==> src/design/flash_pkg.sv <==
`default_nettype none

package flash_pkg;

	// ############################
	// Bus and flash sizes
	// ############################
	localparam int FLASH_ADDR_W = 24;
	localparam int DATA_W       = 32;
	localparam int BYTE_W       = 8;
	localparam int SEL_W        = DATA_W / BYTE_W;
	localparam int BYTE_BIT_W   = $clog2(BYTE_W);      // Bit index within a byte
	localparam int WORD_BIT_W   = $clog2(DATA_W);      // Bit index within a word

	// ############################
	// Cache geometry
	// ############################
	localparam int LINE_WORDS  = 4;
	localparam int CACHE_LINES = 16;

	localparam int BYTE_OFF_W = $clog2(SEL_W);         // Ignored by the cache
	localparam int OFFSET_W   = $clog2(LINE_WORDS);
	localparam int INDEX_W    = $clog2(CACHE_LINES);
	localparam int TAG_W      = FLASH_ADDR_W - INDEX_W - OFFSET_W - BYTE_OFF_W;

	// Field positions inside a byte address
	localparam int OFFSET_LSB = BYTE_OFF_W;
	localparam int INDEX_LSB  = OFFSET_LSB + OFFSET_W;
	localparam int TAG_LSB    = INDEX_LSB + INDEX_W;

	// ############################
	// SPI read transaction
	// ############################
	localparam int                  SPI_CMD_W    = 8;
	localparam logic [SPI_CMD_W-1:0] SPI_CMD_READ = 8'h03;
	localparam int                  SPI_CLK_DIV  = 2;  // Sys clocks per SCLK half period
	localparam int                  SPI_DIV_W    = $clog2(SPI_CLK_DIV + 1);

	localparam int SPI_HDR_W     = SPI_CMD_W + FLASH_ADDR_W;       // Command plus address
	localparam int SPI_BITS      = SPI_HDR_W + LINE_WORDS * DATA_W;
	localparam int SPI_BIT_CNT_W = $clog2(SPI_BITS);

endpackage

`default_nettype wire

==> src/design/wb_flash_interface.sv <==
`default_nettype none

module wb_flash_interface import flash_pkg::*; (
	input  wire                     wb_clk_i,
	input  wire                     wb_rst_i,

	// Wishbone slave
	input  wire                     wb_cyc_i,
	input  wire                     wb_stb_i,
	input  wire                     wb_we_i,
	input  wire  [SEL_W-1:0]        wb_sel_i,
	input  wire  [FLASH_ADDR_W-1:0] wb_adr_i,
	input  wire  [DATA_W-1:0]       wb_data_i,
	output logic [DATA_W-1:0]       wb_data_o,
	output logic                    wb_ack_o,
	output logic                    wb_stall_o,
	output logic                    wb_err_o,

	// Flash cache
	output logic                    cache_rd_en_o,
	output logic [FLASH_ADDR_W-1:0] cache_addr_o,
	input  wire  [DATA_W-1:0]       cache_data_i,
	input  wire                     cache_busy_i
);

	typedef enum logic [1:0] {
		ST_IDLE,
		ST_READ,
		ST_REJECT,
		ST_FINISH
	} state_t;

	state_t                  state;
	logic [FLASH_ADDR_W-1:0] req_addr;
	logic                    req_valid;

	// Byte lanes and write data are not needed by a read-only flash
	assign req_valid = wb_cyc_i && wb_stb_i;

	// ############################
	// Request state machine
	// ############################
	always_ff @(posedge wb_clk_i) begin
		if (wb_rst_i) begin
			state      <= ST_IDLE;
			wb_ack_o   <= 1'b0;
			wb_err_o   <= 1'b0;
			wb_stall_o <= 1'b0;
			wb_data_o  <= '0;
		end else begin
			case (state)
				ST_IDLE: begin
					if (req_valid) begin
						wb_stall_o <= 1'b1;
						state      <= wb_we_i ? ST_REJECT : ST_READ;
					end
				end

				ST_READ: begin
					if (!cache_busy_i) begin   // Hit so data is valid this cycle
						wb_ack_o  <= 1'b1;
						wb_data_o <= cache_data_i;
						state     <= ST_FINISH;
					end
				end

				ST_REJECT: begin
					wb_err_o <= 1'b1;            // Flash is read-only
					state    <= ST_FINISH;
				end

				ST_FINISH: begin
					wb_ack_o   <= 1'b0;
					wb_err_o   <= 1'b0;
					wb_stall_o <= 1'b0;
					wb_data_o  <= '0;
					state      <= ST_IDLE;
				end

				default: begin
					wb_ack_o   <= 1'b0;
					wb_err_o   <= 1'b0;
					wb_stall_o <= 1'b0;
					state      <= ST_IDLE;
				end
			endcase
		end
	end

	// Address held for the whole request
	always_ff @(posedge wb_clk_i) begin
		if (state == ST_IDLE && req_valid)
			req_addr <= wb_adr_i;
	end

	assign cache_rd_en_o = (state == ST_READ);
	assign cache_addr_o  = req_addr;

endmodule

`default_nettype wire

==> src/design/flash_cache.sv <==
`default_nettype none

module flash_cache import flash_pkg::*; (
	input  wire                     wb_clk_i,
	input  wire                     wb_rst_i,

	// Request side
	input  wire                     rd_en_i,
	input  wire  [FLASH_ADDR_W-1:0] addr_i,
	input  wire                     flush_i,
	output logic [DATA_W-1:0]       data_o,
	output logic                    busy_o,

	// Line fill from the SPI reader
	output logic                    fill_start_o,
	output logic [FLASH_ADDR_W-1:0] fill_addr_o,
	input  wire                     word_valid_i,
	input  wire  [DATA_W-1:0]       word_data_i,
	input  wire                     fill_done_i
);

	// ############################
	// Storage
	// ############################
	logic [TAG_W-1:0]       tag_mem  [CACHE_LINES];
	logic [DATA_W-1:0]      data_mem [CACHE_LINES*LINE_WORDS];
	logic [CACHE_LINES-1:0] valid;

	logic [OFFSET_W-1:0] req_off;
	logic [INDEX_W-1:0]  req_idx;
	logic [TAG_W-1:0]    req_tag;
	logic                hit;

	logic                filling;
	logic                flush_pend;
	logic                flush_now;
	logic                start_fill;
	logic [OFFSET_W-1:0] fill_cnt;      // Next word slot of the line
	logic [INDEX_W-1:0]  fill_idx;

	// Address split without the byte bits
	assign req_off = addr_i[INDEX_LSB-1:OFFSET_LSB];
	assign req_idx = addr_i[TAG_LSB-1:INDEX_LSB];
	assign req_tag = addr_i[FLASH_ADDR_W-1:TAG_LSB];

	assign hit    = valid[req_idx] && (tag_mem[req_idx] == req_tag);
	assign busy_o = !hit;
	assign data_o = data_mem[{req_idx, req_off}];

	assign fill_idx   = fill_addr_o[TAG_LSB-1:INDEX_LSB];
	assign flush_now  = flush_i || flush_pend;
	assign start_fill = !filling && !flush_now && rd_en_i && !hit;

	// ############################
	// Fill and flush control
	// ############################
	always_ff @(posedge wb_clk_i) begin
		if (wb_rst_i) begin
			valid        <= '0;
			filling      <= 1'b0;
			flush_pend   <= 1'b0;
			fill_start_o <= 1'b0;
			fill_cnt     <= '0;
		end else begin
			fill_start_o <= 1'b0;

			if (!filling) begin
				if (flush_now) begin
					valid      <= '0;
					flush_pend <= 1'b0;
				end else if (start_fill) begin
					valid[req_idx] <= 1'b0;   // Line is being overwritten
					filling        <= 1'b1;
					fill_start_o   <= 1'b1;
					fill_cnt       <= '0;
				end
			end else begin
				if (flush_i)
					flush_pend <= 1'b1;     // Wait for the fill to end

				if (word_valid_i)
					fill_cnt <= fill_cnt + 1'b1;

				if (fill_done_i) begin
					filling <= 1'b0;
					if (flush_now) begin
						valid      <= '0;
						flush_pend <= 1'b0;
					end else begin
						valid[fill_idx] <= 1'b1;
					end
				end
			end
		end
	end

	// Tags, line data and the fill address
	always_ff @(posedge wb_clk_i) begin
		if (start_fill) begin
			tag_mem[req_idx] <= req_tag;
			fill_addr_o      <= {req_tag, req_idx, {INDEX_LSB{1'b0}}};
		end

		if (word_valid_i)
			data_mem[{fill_idx, fill_cnt}] <= word_data_i;
	end

endmodule

`default_nettype wire

==> src/design/spi_flash_reader.sv <==
`default_nettype none

module spi_flash_reader import flash_pkg::*; (
	input  wire                     wb_clk_i,
	input  wire                     wb_rst_i,

	// Fill request from the cache
	input  wire                     fill_start_i,
	input  wire  [FLASH_ADDR_W-1:0] fill_addr_i,
	output logic                    word_valid_o,
	output logic [DATA_W-1:0]       word_data_o,
	output logic                    fill_done_o,

	// SPI pins in mode 0
	output logic                    spi_sclk_o,
	output logic                    spi_cs_n_o,
	output logic                    spi_mosi_o,
	input  wire                     spi_miso_i
);

	logic [SPI_DIV_W-1:0]     div_cnt;
	logic [SPI_BIT_CNT_W-1:0] bit_cnt;      // Bits done in this transaction
	logic [SPI_BIT_CNT_W-1:0] data_bit;
	logic [SPI_HDR_W-1:0]     tx_sh;
	logic [BYTE_W-2:0]        rx_bits;

	logic half_tick;
	logic rise;
	logic fall;
	logic data_phase;
	logic last_bit;
	logic byte_end;
	logic word_end;

	// ############################
	// SCLK timing
	// ############################
	assign half_tick = !spi_cs_n_o && (div_cnt == SPI_DIV_W'(SPI_CLK_DIV - 1));
	assign rise      = half_tick && !spi_sclk_o;
	assign fall      = half_tick && spi_sclk_o;

	assign data_phase = bit_cnt >= SPI_BIT_CNT_W'(SPI_HDR_W);
	assign data_bit   = bit_cnt - SPI_BIT_CNT_W'(SPI_HDR_W);
	assign last_bit   = bit_cnt == SPI_BIT_CNT_W'(SPI_BITS - 1);
	assign byte_end   = data_phase && (data_bit[BYTE_BIT_W-1:0] == '1);
	assign word_end   = data_phase && (data_bit[WORD_BIT_W-1:0] == '1);

	assign spi_mosi_o = tx_sh[SPI_HDR_W-1];   // MSB first

	always_ff @(posedge wb_clk_i) begin
		if (wb_rst_i) begin
			spi_cs_n_o   <= 1'b1;
			spi_sclk_o   <= 1'b0;
			div_cnt      <= '0;
			bit_cnt      <= '0;
			tx_sh        <= '0;
			word_valid_o <= 1'b0;
			fill_done_o  <= 1'b0;
		end else begin
			word_valid_o <= 1'b0;
			fill_done_o  <= 1'b0;

			if (spi_cs_n_o) begin
				if (fill_start_i) begin
					spi_cs_n_o <= 1'b0;
					div_cnt    <= '0;
					bit_cnt    <= '0;
					tx_sh      <= {SPI_CMD_READ, fill_addr_i};
				end
			end else begin
				div_cnt <= half_tick ? '0 : div_cnt + 1'b1;

				if (rise) begin
					spi_sclk_o <= 1'b1;
					if (word_end)
						word_valid_o <= 1'b1;   // Last bit of a word sampled
				end

				if (fall) begin
					spi_sclk_o <= 1'b0;
					tx_sh      <= {tx_sh[SPI_HDR_W-2:0], 1'b0};
					bit_cnt    <= bit_cnt + 1'b1;
					if (last_bit) begin
						spi_cs_n_o  <= 1'b1;
						fill_done_o <= 1'b1;
					end
				end
			end
		end
	end

	// ############################
	// Receive path
	// ############################
	// First byte of a word ends up in bits 7:0
	always_ff @(posedge wb_clk_i) begin
		if (rise && data_phase) begin
			if (byte_end)
				word_data_o <= {rx_bits, spi_miso_i, word_data_o[DATA_W-1:BYTE_W]};
			else
				rx_bits <= {rx_bits[BYTE_W-3:0], spi_miso_i};
		end
	end

endmodule

`default_nettype wire

==> src/design/wb_flash_top.sv <==
`default_nettype none

module wb_flash_top import flash_pkg::*; (
	input  wire                     wb_clk_i,
	input  wire                     wb_rst_i,

	input  wire                     wb_cyc_i,
	input  wire                     wb_stb_i,
	input  wire                     wb_we_i,
	input  wire  [SEL_W-1:0]        wb_sel_i,
	input  wire  [FLASH_ADDR_W-1:0] wb_adr_i,
	input  wire  [DATA_W-1:0]       wb_data_i,
	output wire  [DATA_W-1:0]       wb_data_o,
	output wire                     wb_ack_o,
	output wire                     wb_stall_o,
	output wire                     wb_err_o,

	input  wire                     cache_flush_i,

	output wire                     spi_sclk_o,
	output wire                     spi_cs_n_o,
	output wire                     spi_mosi_o,
	input  wire                     spi_miso_i
);

	wire                    cache_rd_en;
	wire [FLASH_ADDR_W-1:0] cache_addr;
	wire [DATA_W-1:0]       cache_data;
	wire                    cache_busy;

	wire                    fill_start;
	wire [FLASH_ADDR_W-1:0] fill_addr;
	wire                    word_valid;
	wire [DATA_W-1:0]       word_data;
	wire                    fill_done;

	wb_flash_interface u_wb_if (
		.wb_clk_i      (wb_clk_i),
		.wb_rst_i      (wb_rst_i),
		.wb_cyc_i      (wb_cyc_i),
		.wb_stb_i      (wb_stb_i),
		.wb_we_i       (wb_we_i),
		.wb_sel_i      (wb_sel_i),
		.wb_adr_i      (wb_adr_i),
		.wb_data_i     (wb_data_i),
		.wb_data_o     (wb_data_o),
		.wb_ack_o      (wb_ack_o),
		.wb_stall_o    (wb_stall_o),
		.wb_err_o      (wb_err_o),
		.cache_rd_en_o (cache_rd_en),
		.cache_addr_o  (cache_addr),
		.cache_data_i  (cache_data),
		.cache_busy_i  (cache_busy)
	);

	flash_cache u_cache (
		.wb_clk_i     (wb_clk_i),
		.wb_rst_i     (wb_rst_i),
		.rd_en_i      (cache_rd_en),
		.addr_i       (cache_addr),
		.flush_i      (cache_flush_i),
		.data_o       (cache_data),
		.busy_o       (cache_busy),
		.fill_start_o (fill_start),
		.fill_addr_o  (fill_addr),
		.word_valid_i (word_valid),
		.word_data_i  (word_data),
		.fill_done_i  (fill_done)
	);

	spi_flash_reader u_spi (
		.wb_clk_i     (wb_clk_i),
		.wb_rst_i     (wb_rst_i),
		.fill_start_i (fill_start),
		.fill_addr_i  (fill_addr),
		.word_valid_o (word_valid),
		.word_data_o  (word_data),
		.fill_done_o  (fill_done),
		.spi_sclk_o   (spi_sclk_o),
		.spi_cs_n_o   (spi_cs_n_o),
		.spi_mosi_o   (spi_mosi_o),
		.spi_miso_i   (spi_miso_i)
	);

endmodule

`default_nettype wire

==> config.mk <==
export PLATFORM = sky130hd
export DESIGN_NAME = wb_flash_top
export DESIGN_NICKNAME = d
export VERILOG_FILES = /design/src/design/flash_pkg.sv /design/src/design/wb_flash_interface.sv /design/src/design/flash_cache.sv /design/src/design/spi_flash_reader.sv /design/src/design/wb_flash_top.sv
export SDC_FILE = /design/constraint.sdc
export NUM_CORES = 2
export LEC_CHECK = 0
export BUFFER_PORTS_ARGS = -buffer_cell sky130_fd_sc_hd__buf_2
export CAP_MARGIN = 20
export CORE_AREA = 2 2 491 493
export DETAILED_ROUTE_END_ITERATION = 7
export DIE_AREA = 0 0 493 495
export PLACE_DENSITY = 0.61
export SETUP_SLACK_MARGIN = 0.1
export SYNTH_ARGS = -nofsm -noshare
export SYNTH_HDL_FRONTEND = slang
export SYNTH_SLANG_ARGS = --single-unit
==> constraint.sdc <==
create_clock -name wb_clk_i -period 13.85 [get_ports wb_clk_i]
set_clock_uncertainty 0.05 [all_clocks]
set_input_delay 1.385 -clock wb_clk_i [delete_from_list [all_inputs] [get_ports wb_clk_i]]
set_output_delay 1.385 -clock wb_clk_i [all_outputs]
set_load 0.005 [all_outputs]
# == Word-level counts from Yosys, hierarchy flattened ==
# Memories as Yosys holds them, arrays and structs flattened. A register that Yosys moved wholly into a read port is not among the register bits.
# Cells that the tools add are included.
# classes
add_sub_neg,4
n_lt_le_gt_ge,5
n_eq_ne,14
n_mux,56
n_bitwise,6
reduce_logical,41
# op_table
op,n
$mux W32,4
$mux W16,5
$pmux W32 S2,1
$mux W1,24
$mux W8,3
$mux W2,10
$and A16 B16 Y16,1
$eq A16 B16 Y1,1
$not A16 Y16,1
$or A16 B16 Y16,1
$reduce_and A2 Y1,8
$logic_and A1 B1 Y1,14
$reduce_bool A2 Y1,7
$lt A4 B5 Y1 const B,2
$add A8 B1 Y8 const B,1
$demux W1 S4,2
$eq A8 B8 Y1 const B,1
$ge A4 B1 Y1 const B,2
$ge A8 B6 Y1 const B,1
$ne A2 B1 Y1 const B,4
$pmux W2 S4,1
$mux W6,1
$pmux W1 S2,3
$eq A5 B5 Y1 const B,1
16 further kinds,27
# totals
ff_bits,187
mem_bits_rw,2304
output_inout_bits,38
word_cells,149
memories,2
# mem_list
memory,depth,word_bits,rd,rd_clocked_by_memory_dff,write_ports,line,rtl
u_cache.data_mem,64,32,1,1,1,flash_cache.sv:26,logic [DATA_W-1:0] data_mem [CACHE_LINES*LINE_WORDS];
u_cache.tag_mem,16,16,1,1,1,flash_cache.sv:25,logic [TAG_W-1:0] tag_mem [CACHE_LINES];

# == Depth between registers and ports, before layout ==
# depth
word_depth,9
mapped_depth,15

# == Hierarchy ==
# From an unflattened synthesis, not the netlist that was laid out.
# unflattened
hier_cells,4332
area_unflattened_um2,95150.0
# modules_own_cells
mod,instances,cells_per_inst,area_each_um2,seq_area_each_um2
flash_cache,1,3861,89624.7,70207.3
spi_flash_reader,1,265,3266.9,2092.0
wb_flash_interface,1,206,2258.4,1461.4

# == Worst setup path after synthesis ==
# OpenSTA, ideal clock, no wires.
# synth_timing
path_kind,register -> register
startpoint,reg with a tool-made name
endpoint,"mem u_cache.tag_mem[4][0] (netlist name), enable pin"
setup_time_ps,374
t_arrival_ps,3993
setup_slack_ps,9433
stages_incl_launch_ff,15
synth_period_minus_slack_ps,4417
path_cell_list,dfxtp_1 -> buf_2 -> buf_2 -> buf_2 -> clkbuf_1 -> mux4_2 -> mux2i_1 -> xnor2_1 -> a21oi_1 -> nand4_1 -> or2_1 -> buf_6 -> nor4b_1 -> clkbuf_1 -> and3_1
# synth_lines
item,line
end: declaration,flash_cache.sv:25

==> impl_metrics.py <==
metrics = {
    "clock_tree": {
        "cts_resized": 0,
        "cts-htree-levels": 4,
        "cts_buffers": 241,
        "clk_pin_slew_ns": 0.06,
        "cts_buffer_depth": 3,
        "cts_hold_buf": 0,
        "cts_sinks": 2491,
        "root_buffer": "clkbuf_16",
        "cts_setup_buffers": 0,
        "clkLatencyLatePin_ns": 0.88,
        "cts_tree": "done",
    },
    "worst_setup_path": {
        "r2r-end": "u_cache.tag_mem[12][1]",
        "end_kind": "flop",
        "timing.reg2reg.worst_path_depth": 11,
        "cp.arrival_ns": 6.94,
        "ff2ff_setup_slack_ns": 7.31,
        "start_kind": "flop",
        "critPathRequiredTime_ns": 14.25,
        "cp_max_fo": 57,
        "path_class": "flop to flop",
    },
    "synthesis": {
        "yosys-top-cells-count": "edfxtp_1 (2385), mux4_2 (713), clkbuf_1 (150)",
        "synth_nets": 4199,
        "synth_flop_cell": "edfxtp_1",
        "netlist_instances": 4124,
        "syn-cell-area_mm2": 0.0951,
        "post-synth-top-area-fraction": 0.753,
        "ys_types": 60,
        "syn_area_per_cell_um2": 23.1,
        "synth_edf_count": 2385,
        "ys_ff_latch": 2491,
        "ys_top_cells_by_area": "edfxtp_1 (75%), mux4_2 (17%), dfxtp_1 (2.2%)",
        "yosysMostFrequentCell": "edfxtp_1",
        "synth_top_area_cell": "edfxtp_1",
        "synth-warning-count": 0,
        "synthArstFlopShare": 0,
        "synth_seq_area_share": 0.775,
    },
    "floorplanning": {
        "pin_count": 105,
        "start_util": 0.398,
        "die_area_mm2": 0.244,
        "die_w_um": 493,
        "die_h_um": 495,
        "rows": 180,
        "core_mm2": 0.239,
    },
    "route": {
        "via_count": 43631,
        "wl_per_cell_um": 29.1,
        "drc": 14,
        "drtIter0Drc": 5030,
        "drtPass1Iterations": 7,
        "wl_mm": 226,
        "ant_nets": 0,
        "avgViaCountPerCell": 5.63,
    },
    "global_routing": {
        "grt_overflow_total": 0,
        "grt_pass1_vias": 44220,
        "grt_pass1_wl_mm": 321,
        "track_usage": 0.184,
        "antenna_found_initial": 9,
        "grt_max_degree": 157,
    },
    "cells_and_area": {
        "synthToLayoutAreaGrowth_pct": 13.8,
        "fin_nets": 4424,
        "postLayoutCoreUtil": 0.453,
        "drive_gt1_frac": 0.302,
        "nFillCells": 19885,
    },
    "pwr": {
        "p_per_area_mw_per_mm2": 157,
        "p_leak_uw": 0.0336,
        "ir_drop_v": 0.000108,
        "power_uw": 17000,
    },
    "worst_hold_path": {
        "min_path_cells": 0,
        "hold_start": "u_spi.rx_bits[6]",
        "hold_path_class": "flop to flop",
        "worstHoldEndpoint": "u_spi.word_data_o[31]",
    },
    "run_status": {
        "violations": "design-rule violations",
        "outcome": "finished, violations left",
    },
    "sta": {
        "slew_violations": 0,
        "slew-limit-headroom": 0.225,
        "setup_viol": 0,
        "clock.fmax_mhz": 153,
        "tightestPinTransition_ns": 1.16,
        "finalSetupTns_ns": 0,
        "finalCritPeriodShare": 0.472,
        "fin_hold_ws_ns": 0.369,
        "rsz0062_at_grt": "no",
        "min_period_ns": 6.54,
        "hold_violations": 0,
    },
    "placement": {
        "place.gp.congestion": 0.778,
        "place_hpwl_mm": 118,
        "port_buffers": 66,
    },
    "flow_run": {
        "max-cap-violations": 0,
    },
}
[flip-flops by register name, summed over array words and instances, names as in the netlist, named ones only]
signal	flops
u_cache.data_mem	2048
u_cache.fill_addr_o	20
u_cache.fill_cnt	2
u_cache.fill_start_o	1
u_cache.filling	1
u_cache.flush_pend	1
u_cache.tag_mem	256
u_cache.valid	16
u_spi.bit_cnt	8
u_spi.div_cnt	2
u_spi.fill_done_o	1
u_spi.rx_bits	7
u_spi.spi_cs_n_o	1
u_spi.spi_sclk_o	1
u_spi.tx_sh	28
u_spi.word_data_o	32
u_spi.word_valid_o	1
u_wb_if.cache_addr_o	22
u_wb_if.state	2
u_wb_if.wb_ack_o	1
u_wb_if.wb_data_o	32
u_wb_if.wb_err_o	1
u_wb_if.wb_stall_o	1
[final cells by class]
cell class	instances	area, µm²	area share
flip-flops and latches	2491	73800	0.681
multi-input cells	1394	20900	0.193
clock buffers	305	6430	0.0594
well taps	3185	3990	0.0368
repair buffers	208	1600	0.0148
clock inverters	150	1480	0.0137
inverters	13	48.8	0.000451
diodes	3	7.51	0.0000693
[report_power, final]
part | switching, µW | internal (µW) | total (µW)
sequential | 100 | 8200 | 8300
clock | 2840 | 3680 | 6520
combinational | 1090 | 1050 | 2140
total | 4030 | 12900 | 17000
[how the worst max path moves through the flow]
stage / startpoint / endpoint / slack (ns) / cells after the start
6_report: flop / u_cache.tag_mem[12][1] / 7.31 / 11
5_1_grt: flop / u_cache.tag_mem[14][4] / 7.10 / 11
4_1_cts: flop / u_cache.tag_mem[15][4] / 7.27 / 11
3_5_place_dp: flop / u_cache.tag_mem[6][10] / 7.27 / 11
3_3_place_gp: flop / u_cache.tag_mem[1][10] / 7.40 / 11
2_1_floorplan: flop / u_cache.tag_mem[4][0] / 9.43 / 14
[logic make-up (layout without fill, tap and decap cells)]
kind of cell / Yosys count / after routing / synth area share
buf+inv: 239 / 676 / 0.0102
xor+xnor: 28 / 28 / 0.00258
simple gates: 377 / 377 / 0.0183
fa+ha+maj: 8 / 8 / 0.00105
mux: 802 / 802 / 0.180
compound gates: 179 / 179 / 0.0124
other cells: 0 / 3 / 0
flops: 2491 / 2491 / 0.775
[worst max-delay path, stage by stage (launching register included)]
cell and delay [ns]:
dfxtp_4 1.02, buf_4 0.87, mux4_1 0.44, and4_1 0.22, a2111oi_0 0.55, nand3_1 0.25
nand4_1 0.16, or4_4 0.18, or2_1 0.53, nor4b_2 0.33, buf_4 0.45, and3_1 1.02
[layer usage]
metal | vias up | wire, µm | track usage
li1 | 18026 | - | -
met2 | 1597 | 110000 | 0.297
met4 | 0 | 5200 | 0.0468
met3 | 337 | 17900 | 0.0427
met1 | 23671 | 92400 | 0.252
met5 | - | 0 | 0
[cell usage in the layout, fill, tap and decap left out, drive strengths merged, types with 27 or more instances in the layout]
master  count
a21oi      27
buf       208
clkbuf    305
clkinv    118
dfxtp     106
edfxtp   2385
mux2i      63
mux4      725
nand2      91
nand3      53
nor2      133
o21ai      53
[stage by stage]
stage               instances  setup slack, ns  area (µm²)
finish                   7749             7.31      108000
global route             7747             7.10      108000
CTS                      7741             7.27      108000
detailed placement       7286             7.27      100000
global placement         7281             7.40      100000
floorplan                4124             9.43       95100
Note: power is estimated with default switching activity, not from simulation.
